--- src/muldiv_pkg.sv ---
package muldiv_pkg;

    // datapath width, RV32
    localparam int XLEN = 32;

    // operation code is funct3 of the M extension
    localparam int OP_W = 3;

    localparam logic [OP_W-1:0] OP_MUL    = 3'd0;
    localparam logic [OP_W-1:0] OP_MULH   = 3'd1;
    localparam logic [OP_W-1:0] OP_MULHSU = 3'd2;
    localparam logic [OP_W-1:0] OP_MULHU  = 3'd3;
    localparam logic [OP_W-1:0] OP_DIV    = 3'd4;
    localparam logic [OP_W-1:0] OP_DIVU   = 3'd5;
    localparam logic [OP_W-1:0] OP_REM    = 3'd6;
    localparam logic [OP_W-1:0] OP_REMU   = 3'd7;

    // one quotient bit per iteration
    localparam int DIV_STEPS = XLEN;
    localparam int DIV_CNT_W = $clog2(DIV_STEPS);

    // divider FSM encoding
    localparam int DIV_ST_W = 2;

    localparam logic [DIV_ST_W-1:0] DIV_IDLE    = 2'd0;
    localparam logic [DIV_ST_W-1:0] DIV_RUN     = 2'd1;  // shift-subtract loop
    localparam logic [DIV_ST_W-1:0] DIV_RESTORE = 2'd2;  // final remainder correction
    localparam logic [DIV_ST_W-1:0] DIV_SIGN    = 2'd3;  // signed result fix-up

    // req to done of the multiplier pipe
    localparam int MUL_LATENCY = 2;

endpackage

--- src/div_if.sv ---
`timescale 1ns/100ps

interface div_if;
    import muldiv_pkg::*;

    logic            req;        // single-cycle pulse, divider idle
    logic            is_signed;
    logic [XLEN-1:0] dividend;
    logic [XLEN-1:0] divisor;

    logic [XLEN-1:0] quotient;   // valid with done, held until next req
    logic [XLEN-1:0] remainder;
    logic            done;

    modport ctrl (
        output req, is_signed, dividend, divisor,
        input  quotient, remainder, done
    );

    modport div (
        input  req, is_signed, dividend, divisor,
        output quotient, remainder, done
    );

endinterface

--- src/mul_if.sv ---
`timescale 1ns/100ps

interface mul_if;
    import muldiv_pkg::*;

    logic              req;
    logic              a_signed;  // operand signedness for the high word
    logic              b_signed;
    logic [XLEN-1:0]   a;
    logic [XLEN-1:0]   b;

    logic [2*XLEN-1:0] product;   // full 64-bit result
    logic              done;      // MUL_LATENCY cycles after req

    modport ctrl (
        output req, a_signed, b_signed, a, b,
        input  product, done
    );

    modport mul (
        input  req, a_signed, b_signed, a, b,
        output product, done
    );

endinterface

--- src/serial_divider.sv ---
`timescale 1ns/100ps

module serial_divider (
    input  logic clk_i,
    input  logic rst_i,
    div_if.div   dv
);
    import muldiv_pkg::*;

    logic [DIV_ST_W-1:0]  state_r;
    logic [DIV_CNT_W-1:0] cnt_r;
    logic                 sgn_op_r;
    logic                 done_r;

    logic [XLEN:0]        acc_r;      // partial remainder plus sign bit
    logic [XLEN-1:0]      quo_r;
    logic [XLEN-1:0]      dsr_r;      // divisor magnitude
    logic                 neg_dvd_r;
    logic                 neg_dsr_r;

    logic                 dvd_neg;
    logic                 dsr_neg;
    logic [XLEN-1:0]      dvd_mag;
    logic [XLEN-1:0]      dsr_mag;
    logic                 div_zero;
    logic                 sgn_ovf;
    logic                 small_u;
    logic                 special;
    logic [XLEN:0]        acc_shl;
    logic [XLEN:0]        acc_step;

    assign dvd_neg = dv.is_signed & dv.dividend[XLEN-1];
    assign dsr_neg = dv.is_signed & dv.divisor[XLEN-1];
    assign dvd_mag = dvd_neg ? -dv.dividend : dv.dividend;
    assign dsr_mag = dsr_neg ? -dv.divisor : dv.divisor;

    // results known without iterating
    assign div_zero = (dv.divisor == '0);
    assign sgn_ovf  = dv.is_signed && (&dv.divisor) &&
                      (dv.dividend == {1'b1, {(XLEN-1){1'b0}}});
    assign small_u  = !dv.is_signed && (dv.divisor > dv.dividend);
    assign special  = div_zero | sgn_ovf | small_u;

    // add back when the last partial remainder went negative
    assign acc_shl  = {acc_r[XLEN-1:0], quo_r[XLEN-1]};
    assign acc_step = acc_r[XLEN] ? acc_shl + {1'b0, dsr_r}
                                  : acc_shl - {1'b0, dsr_r};

    always_ff @(posedge clk_i) begin
        if (!rst_i) begin
            state_r  <= DIV_IDLE;
            cnt_r    <= '0;
            sgn_op_r <= 1'b0;
            done_r   <= 1'b0;
        end else begin
            done_r <= 1'b0;
            case (state_r)
                DIV_IDLE: begin
                    if (dv.req) begin
                        if (special) begin
                            done_r <= 1'b1;
                        end else begin
                            cnt_r    <= DIV_CNT_W'(DIV_STEPS - 1);
                            sgn_op_r <= dv.is_signed;
                            state_r  <= DIV_RUN;
                        end
                    end
                end
                DIV_RUN: begin
                    cnt_r <= cnt_r - 1'b1;
                    if (cnt_r == '0) begin
                        state_r <= DIV_RESTORE;
                    end
                end
                DIV_RESTORE: begin
                    if (sgn_op_r) begin
                        state_r <= DIV_SIGN;
                    end else begin
                        done_r  <= 1'b1;
                        state_r <= DIV_IDLE;
                    end
                end
                default: begin  // DIV_SIGN
                    done_r  <= 1'b1;
                    state_r <= DIV_IDLE;
                end
            endcase
        end
    end

    always_ff @(posedge clk_i) begin
        case (state_r)
            DIV_IDLE: begin
                if (dv.req) begin
                    if (div_zero) begin
                        quo_r <= '1;
                        acc_r <= {1'b0, dv.dividend};
                    end else if (sgn_ovf) begin
                        quo_r <= dv.dividend;
                        acc_r <= '0;
                    end else if (small_u) begin
                        quo_r <= '0;
                        acc_r <= {1'b0, dv.dividend};
                    end else begin
                        quo_r     <= dvd_mag;
                        acc_r     <= '0;
                        dsr_r     <= dsr_mag;
                        neg_dvd_r <= dvd_neg;
                        neg_dsr_r <= dsr_neg;
                    end
                end
            end
            DIV_RUN: begin
                acc_r <= acc_step;
                quo_r <= {quo_r[XLEN-2:0], ~acc_step[XLEN]};
            end
            DIV_RESTORE: begin
                if (acc_r[XLEN]) begin
                    acc_r <= acc_r + {1'b0, dsr_r};
                end
            end
            default: begin
                if (neg_dvd_r ^ neg_dsr_r) begin
                    quo_r <= -quo_r;
                end
                if (neg_dvd_r) begin  // remainder follows dividend sign
                    acc_r <= {1'b0, -acc_r[XLEN-1:0]};
                end
            end
        endcase
    end

    assign dv.quotient  = quo_r;
    assign dv.remainder = acc_r[XLEN-1:0];
    assign dv.done      = done_r;

    a_done_single: assert property (@(posedge clk_i) disable iff (!rst_i)
        dv.done |=> !dv.done);

    // controller must wait for done before the next request
    a_req_idle: assert property (@(posedge clk_i) disable iff (!rst_i)
        dv.req |-> (state_r == DIV_IDLE));

endmodule

--- src/pipe_multiplier.sv ---
`timescale 1ns/100ps

module pipe_multiplier (
    input  logic clk_i,
    input  logic rst_i,
    mul_if.mul   mp
);
    import muldiv_pkg::*;

    logic signed [XLEN:0]     a_x;
    logic signed [XLEN:0]     b_x;
    logic signed [XLEN:0]     a_r;
    logic signed [XLEN:0]     b_r;
    logic signed [2*XLEN+1:0] prod_full;
    logic [2*XLEN-1:0]        prod_r;
    logic                     v1_r;
    logic                     done_r;

    // 33-bit extension lets all high-word variants share one signed multiply
    assign a_x = {mp.a_signed & mp.a[XLEN-1], mp.a};
    assign b_x = {mp.b_signed & mp.b[XLEN-1], mp.b};

    assign prod_full = a_r * b_r;

    always_ff @(posedge clk_i) begin
        if (!rst_i) begin
            v1_r   <= 1'b0;
            done_r <= 1'b0;
        end else begin
            v1_r   <= mp.req;
            done_r <= v1_r;
        end
    end

    // stage one operands
    always_ff @(posedge clk_i) begin
        if (mp.req) begin
            a_r <= a_x;
            b_r <= b_x;
        end
    end

    // stage two product, upper two bits are sign copies
    always_ff @(posedge clk_i) begin
        if (v1_r) begin
            prod_r <= prod_full[2*XLEN-1:0];
        end
    end

    assign mp.product = prod_r;
    assign mp.done    = done_r;

    a_fixed_latency: assert property (@(posedge clk_i) disable iff (!rst_i)
        mp.req |-> ##MUL_LATENCY mp.done);

endmodule

--- src/muldiv_ctrl.sv ---
`timescale 1ns/100ps

module muldiv_ctrl (
    input  logic                        clk_i,
    input  logic                        rst_i,
    input  logic                        start_i,
    input  logic [muldiv_pkg::OP_W-1:0] op_i,
    input  logic [muldiv_pkg::XLEN-1:0] rs1_i,
    input  logic [muldiv_pkg::XLEN-1:0] rs2_i,
    output logic [muldiv_pkg::XLEN-1:0] result_o,
    output logic                        done_o,
    output logic                        busy_o,
    div_if.ctrl                         dv,
    mul_if.ctrl                         mp
);
    import muldiv_pkg::*;

    logic [OP_W-1:0] op_r;
    logic            accept;
    logic            is_div;
    logic            op_r_div;
    logic            unit_done;
    logic [XLEN-1:0] sel_word;

    assign accept   = start_i & ~busy_o;  // starts while busy are dropped
    assign is_div   = op_i inside {OP_DIV, OP_DIVU, OP_REM, OP_REMU};
    assign op_r_div = op_r inside {OP_DIV, OP_DIVU, OP_REM, OP_REMU};

    assign mp.req      = accept & ~is_div;
    assign mp.a_signed = (op_i == OP_MULH) || (op_i == OP_MULHSU);
    assign mp.b_signed = (op_i == OP_MULH);
    assign mp.a        = rs1_i;
    assign mp.b        = rs2_i;

    assign dv.req       = accept & is_div;
    assign dv.is_signed = (op_i == OP_DIV) || (op_i == OP_REM);
    assign dv.dividend  = rs1_i;
    assign dv.divisor   = rs2_i;

    assign unit_done = op_r_div ? dv.done : mp.done;

    always_comb begin
        case (op_r)
            OP_MUL:                       sel_word = mp.product[XLEN-1:0];
            OP_MULH, OP_MULHSU, OP_MULHU: sel_word = mp.product[2*XLEN-1:XLEN];
            OP_DIV, OP_DIVU:              sel_word = dv.quotient;
            default:                      sel_word = dv.remainder;
        endcase
    end

    always_ff @(posedge clk_i) begin
        if (!rst_i) begin
            op_r     <= OP_MUL;
            busy_o   <= 1'b0;
            done_o   <= 1'b0;
            result_o <= '0;
        end else begin
            done_o <= 1'b0;
            if (accept) begin
                op_r   <= op_i;
                busy_o <= 1'b1;
            end else if (busy_o && unit_done) begin
                busy_o   <= 1'b0;
                done_o   <= 1'b1;
                result_o <= sel_word;
            end
        end
    end

    // every result belongs to an operation that was in flight
    a_done_after_busy: assert property (@(posedge clk_i) disable iff (!rst_i)
        done_o |-> $past(busy_o));

endmodule

--- src/muldiv_unit.sv ---
`timescale 1ns/100ps

module muldiv_unit (
    input  logic                        clk_i,
    input  logic                        rst_i,
    input  logic                        start_i,
    input  logic [muldiv_pkg::OP_W-1:0] op_i,
    input  logic [muldiv_pkg::XLEN-1:0] rs1_i,
    input  logic [muldiv_pkg::XLEN-1:0] rs2_i,
    output logic [muldiv_pkg::XLEN-1:0] result_o,
    output logic                        done_o,
    output logic                        busy_o
);

    div_if div_bus ();
    mul_if mul_bus ();

    muldiv_ctrl u_ctrl (
        .clk_i    (clk_i),
        .rst_i    (rst_i),
        .start_i  (start_i),
        .op_i     (op_i),
        .rs1_i    (rs1_i),
        .rs2_i    (rs2_i),
        .result_o (result_o),
        .done_o   (done_o),
        .busy_o   (busy_o),
        .dv       (div_bus.ctrl),
        .mp       (mul_bus.ctrl)
    );

    // variable latency
    serial_divider u_div (
        .clk_i (clk_i),
        .rst_i (rst_i),
        .dv    (div_bus.div)
    );

    pipe_multiplier u_mul (
        .clk_i (clk_i),
        .rst_i (rst_i),
        .mp    (mul_bus.mul)
    );

endmodule

--- config.mk ---
export PLATFORM = sky130hd
export DESIGN_NAME = muldiv_unit
export DESIGN_NICKNAME = d
export VERILOG_FILES = /design/src/muldiv_pkg.sv /design/src/div_if.sv /design/src/mul_if.sv /design/src/serial_divider.sv /design/src/pipe_multiplier.sv /design/src/muldiv_ctrl.sv /design/src/muldiv_unit.sv
export SDC_FILE = /design/constraint.sdc
export NUM_CORES = 2
export LEC_CHECK = 0
export BUFFER_PORTS_ARGS = -buffer_cell sky130_fd_sc_hd__buf_2
export CORE_ASPECT_RATIO = 1.4
export CORE_UTILIZATION = 30
export DETAILED_ROUTE_END_ITERATION = 10
export GPL_ROUTABILITY_DRIVEN = 0
export RECOVER_POWER = 100
export SYNTH_ARGS = -nofsm -noshare
export SYNTH_HDL_FRONTEND = slang
export SYNTH_HIERARCHICAL = 1
export SYNTH_SLANG_ARGS = --single-unit
--- constraint.sdc ---
create_clock -name clk_i -period 14.7 [get_ports clk_i]
set_clock_uncertainty 0.15 [all_clocks]
set_input_delay 1.47 -clock clk_i [delete_from_list [all_inputs] [get_ports clk_i]]
set_output_delay 1.47 -clock clk_i [all_outputs]
set_load 0.005 [all_outputs]
Yosys cells after proc, flatten, opt, wreduce, memory -nomap -nowiden
Cells that the tools add are included.
{"block": "op_classes", "addsub": 8, "multipliers": 1, "magnitude_cmp": 1, "eq_ne": 20, "muxes": 33, "bitwise_logic": 20, "n_reduce_logical": 29}
{"op": "$mux W32", "n": 8}
{"op": "$mux W33", "n": 6}
{"op": "$pmux W32 S3", "n": 2}
{"op": "$neg A32 Y32", "n": 4}
{"op": "$pmux W33 S3", "n": 1}
{"op": "$add A33 B32 Y33", "n": 2}
{"op": "$mul A33 B33 Y64", "n": 1}
{"op": "$sub A33 B32 Y33", "n": 1}
{"op": "$eq A32 B32 Y1 const B", "n": 1}
{"op": "$gt A32 B32 Y1", "n": 1}
{"op": "$logic_not A32 Y1", "n": 1}
{"op": "$reduce_and A32 Y1", "n": 1}
{"op": "$eq A3 B3 Y1 const B", "n": 8}
{"op": "$reduce_and A3 Y1", "n": 5}
{"op": "$reduce_bool A4 Y1", "n": 3}
{"op": "$mux W5", "n": 2}
{"op": "$not A1 Y1", "n": 10}
{"op": "$pmux W5 S2", "n": 1}
{"op": "$eq A3 B2 Y1 const B", "n": 3}
{"op": "$mux W2", "n": 4}
{"op": "$and A1 B1 Y1", "n": 7}
{"op": "$mux W1", "n": 7}
{"op": "$eq A3 B1 Y1 const B", "n": 2}
{"op": "$pmux W2 S3", "n": 1}
{"op": "20 further kinds", "n": 30}
{"block": "totals", "reg_bits": 277, "in_bits": 70, "out_inout_bits": 34, "elab_cells": 131}

Longest topological paths before layout
{"block": "depth", "word_depth": 9, "mapped_depth": 29, "depth_no_buf": 27}

Modules after synthesis
The synthesis kept the hierarchy.
{"mod": "pipe_multiplier", "n_inst": 1, "cells_per_inst": 4247, "area_each_um2": 42154.2, "seq_area_each_um2": 3943.8}
{"mod": "serial_divider", "n_inst": 1, "cells_per_inst": 1493, "area_each_um2": 12420.7, "seq_area_each_um2": 3153.0}
{"mod": "muldiv_ctrl", "n_inst": 1, "cells_per_inst": 408, "area_each_um2": 3350.7, "seq_area_each_um2": 740.7}

Worst setup path after synthesis
Ideal clock, no wire load.
{"block": "synth_path", "path_type": "register to register", "start": "reg u_mul.b_r[0]", "end": "reg u_mul.prod_r[59] (netlist: u_mul/mp.product[59]), data pin", "setup_ns": 0.258, "arrival_time_ns": 7.634, "required_ns": 14.292, "slack_ns": 6.657, "path_stages_with_launch": 26, "n_path_buf": 1, "period_less_slack_ns": 8.043, "cell_sequence": "edfxtp_1 clkbuf_1 nand2_1 inv_1 fa_1 fa_1 fa_1 inv_1 fa_1 inv_1 fa_1 fa_1 fa_1 inv_1 fa_1 inv_1 ha_1 nand3_1 nor3_1 and4_1 o211a_1 o41ai_4 nor2_2 a211o_1 a21oi_2 xnor2_1"}
{"block": "synth_between", "elab_chain_cells": 1}
{"item": "start: declaration", "line": "pipe_multiplier.sv:13", "source": "logic signed [XLEN:0] b_r;"}
{"item": "start signal: assignment", "line": "pipe_multiplier.sv:39", "source": "b_r <= b_x;"}
{"item": "$mul A33 B33 Y64", "line": "pipe_multiplier.sv:23", "source": "assign prod_full = a_r * b_r;"}
{"item": "via u_mul.prod_full[59]", "line": "pipe_multiplier.sv:14", "source": "logic signed [2*XLEN+1:0] prod_full;"}
{"item": "end signal: assignment", "line": "pipe_multiplier.sv:46", "source": "prod_r <= prod_full[2*XLEN-1:0];"}
{"item": "end: declaration", "line": "pipe_multiplier.sv:15", "source": "logic [2*XLEN-1:0] prod_r;"}
The timed path passes the listed nets, and every way through them passes these cells.
A chain may end at the register's enable or synchronous reset.

Worst setup path after layout
{"block": "layout_path", "start": "reg u_mul.a_r[0]", "end": "reg u_mul.prod_r[59] (netlist: u_mul/mp.product[59]), data pin"}
{"block": "layout_between", "elab_chain_cells": 1}
{"item": "start: declaration", "line": "pipe_multiplier.sv:12", "source": "logic signed [XLEN:0] a_r;"}
{"item": "start signal: assignment", "line": "pipe_multiplier.sv:38", "source": "a_r <= a_x;"}
{"item": "$mul A33 B33 Y64", "line": "pipe_multiplier.sv:23"}
{"item": "via u_mul.prod_full[59]", "line": "pipe_multiplier.sv:14"}
The timed path passes the listed nets, and every way through them passes these cells.

==> results.ini <==
[floorplanning]
die_w_um = 373.4
die_area_sq_um = 194900
initial_core_util_pct = 30.23
die_y_um = 521.9
io-pin-count = 104
coreArea_sq_um = 191600
rows = 190

[timing]
worst_slack_ns = 4.805
report.final.slew_viol_count = 346
setup_viol = 0
period_minus_slack_ns = 9.895
fmax_mhz = 101.1
rsz0062_at_grt = false
tightest_slew_ns = 4.041
fin_crit_sh_pct = 67.32
setup_tns_ns = 0
hold_viol_final = 0
slew-limit-headroom_pct = -169.4

[critical_path]
arrival_ns = 10.13
endpoint_kind = flop
critPathMaxFanout = 33
worstPathRequired_ns = 14.93
path_class = reg -> reg
worstSetupStartpointType = flop

[clocking]
clockBufferDepth = 3
clock-sinks = 277
ctsHoldBuffers = 0
post-cts-setup-buffers = 0
ctsResizeCount = 0
root_buffer = clkbuf_16
clock_latency_ns = 0.63
cts.clk_slew.worst_paths_ns = 0.07
cts_tree = built
cts_max_level = 1
cts_buffers = 29

[grt]
met1_usage_pct = 19.97
overflow = 0
top_usage_layer = met2
grt.total_usage_pct = 18.23
grt_util_met2_pct = 34.68
first_global_vias = 47000
grt_max_degree = 68
grt_pass1_wl_um = 274600
grt_antenna_before_repair = 17
grt_use_met3_pct = 1.916

[flow_run]
maxCapViolCount = 9

[drt]
drt_iter0_drc = 3216
wl_per_cell_um = 20.88
vias_per_cell = 5.076
firstDrtPassIters = 6
vias = 42900
ant_nets = 0
routed_wl_um = 176500
drc = 0

[placed_design]
portBuffers = 103
dpl_cell_area_sq_um = 59900
dp_hpwl_um = 142700
pre_cts_ws_ns = 5.278

[layout]
drive_gt1_share_pct = 4.237
n_fill_cell = 19970
final_common_cell = inv_1
area_growth_syn_to_layout_pct = 4.540
multi_input_area_sq_um = 43290
fin_area_sq_um = 60560
nets = 7446
seq_area_sq_um = 7840
layout_common_cells = inv_1, fa_1, nand2_1, and2_1, ha_1

[synthesis]
synth_async_sr_flop_share_pct = 0
synth_edf_count = 229
synth_nets = 7669
ys_types = 109
synth_top_area_share_pct = 38.95
yosys.area.top_type = fa_1
synthCells = 6148
postSynthAreaPerCell_sq_um = 9.422
syn-cell-area_sq_um = 57930
ys_ff_latch = 277
synthFlopType = edfxtp_1
yosysSeqAreaShare_pct = 13.53
synth_area_leaders = fa_1, edfxtp_1, inv_1
yosysWarnings = 6

[worst_hold_path]
hold_class = reg -> reg

[run_status]
violations = max-capacitance violations, max-slew violations
status = finished with violations

critical path, cell delays in order, from the launching register on:
cell and delay, ns:
edfxtp_1 0.32, clkbuf_1 1.56, and2_0 0.30, fa_1 0.44, fa_1 0.37, inv_1 0.09
fa_1 0.39, inv_1 0.09, fa_1 0.40, ha_1 0.31, ha_1 0.27, inv_1 0.05
fa_1 0.53, inv_1 0.06, fa_1 0.48, ha_1 0.41, and3_2 0.26, nor4b_1 0.14
a211oi_1 0.82, o22ai_1 0.44, o211a_1 0.37, o41ai_1 0.73, nor2_2 0.11, a211o_1 0.29
a21oi_1 0.17, xnor2_1 0.09
worst paths after layout:
path / slack (ns) / endpoint / startpoint / cells after the start
worst min register to register: 0.31 / u_ctrl/result_o[18]$_SDFFE_PN0P_ / u_ctrl/result_o[18]$_SDFFE_PN0P_ / 2
worst max register to register: 4.80 / u_mul/mp.product[59]$_DFFE_PP_ / u_mul/a_r[0]$_DFFE_PP_ / 25
worst min-delay path: 0.31 / u_ctrl/result_o[18]$_SDFFE_PN0P_ / u_ctrl/result_o[18]$_SDFFE_PN0P_ / 2
worst max-delay path: 4.80 / u_mul/mp.product[59]$_DFFE_PP_ / u_mul/a_r[0]$_DFFE_PP_ / 25
routing by layer:
layer	vias to the layer above	part of all wire, %
li1	18570	-
met1	22200	35
met2	1660	54
met3	466	5.4
met4	4	5.4
met5	-	0.043
synthesized netlist by cell type, drive strengths merged, types with 33 or more instances:
library cell,count
buf,195
nor2,183
nor3,58
nand2,708
a221oi,46
a21o,66
ha,324
inv,1151
nor2b,46
edfxtp,229
xor2,103
nand4,33
clkbuf,254
dfxtp,48
and2,569
o21ai,115
a21oi,234
xnor2,158
nand3,53
o31ai,45
fa,1127
per-stage QoR:
stage,instances,hold WS [ns],util (%)
after detailed placement,8390,0.3032,31.26
after CTS,8444,0.3134,31.74
final,8450,0.3078,31.60
after global placement,8390,0.2897,31.26
after global routing,8447,0.3373,31.60
after floorplan,6148,0.2786,-
flip-flops by register name, indices dropped and copies added, names as in the netlist, 3 cells and up, named ones only:
name,count
u_mul/mp.product,64
u_div/cnt_r,5
u_mul/b_r,33
u_ctrl/op_r,3
u_div/acc_r,32
u_mul/a_r,33
u_ctrl/result_o,32
u_div/dsr_r,32
u_div/dv.quotient,31
area by class of cell:
| cell class | count | share of cell area [%] |
|---|---|---|
| clock buffer | 34 | 1.229 |
| multi-input combinational | 4270 | 71.49 |
| antenna | 6 | 0.02479 |
| tap | 2496 | 5.157 |
| inverter | 1152 | 7.141 |
| sequential | 277 | 12.95 |
| timing repair buffer | 195 | 1.727 |
| clock inverter | 20 | 0.2831 |
kinds of logic after synthesis:
family | share of synthesized area, %
AO/OA/AOI/OAI | 9.152
XOR/XNOR | 3.946
adder cells (fa/ha/maj) | 45.95
buffers and inverters | 11.56
flip-flops | 13.53
multiplexers | 0.1166
AND/OR/NAND/NOR | 15.74
Power is left out: the tool's default activity adds up to more than one toggle a clock period on the data nets, which glitch-free logic cannot reach.
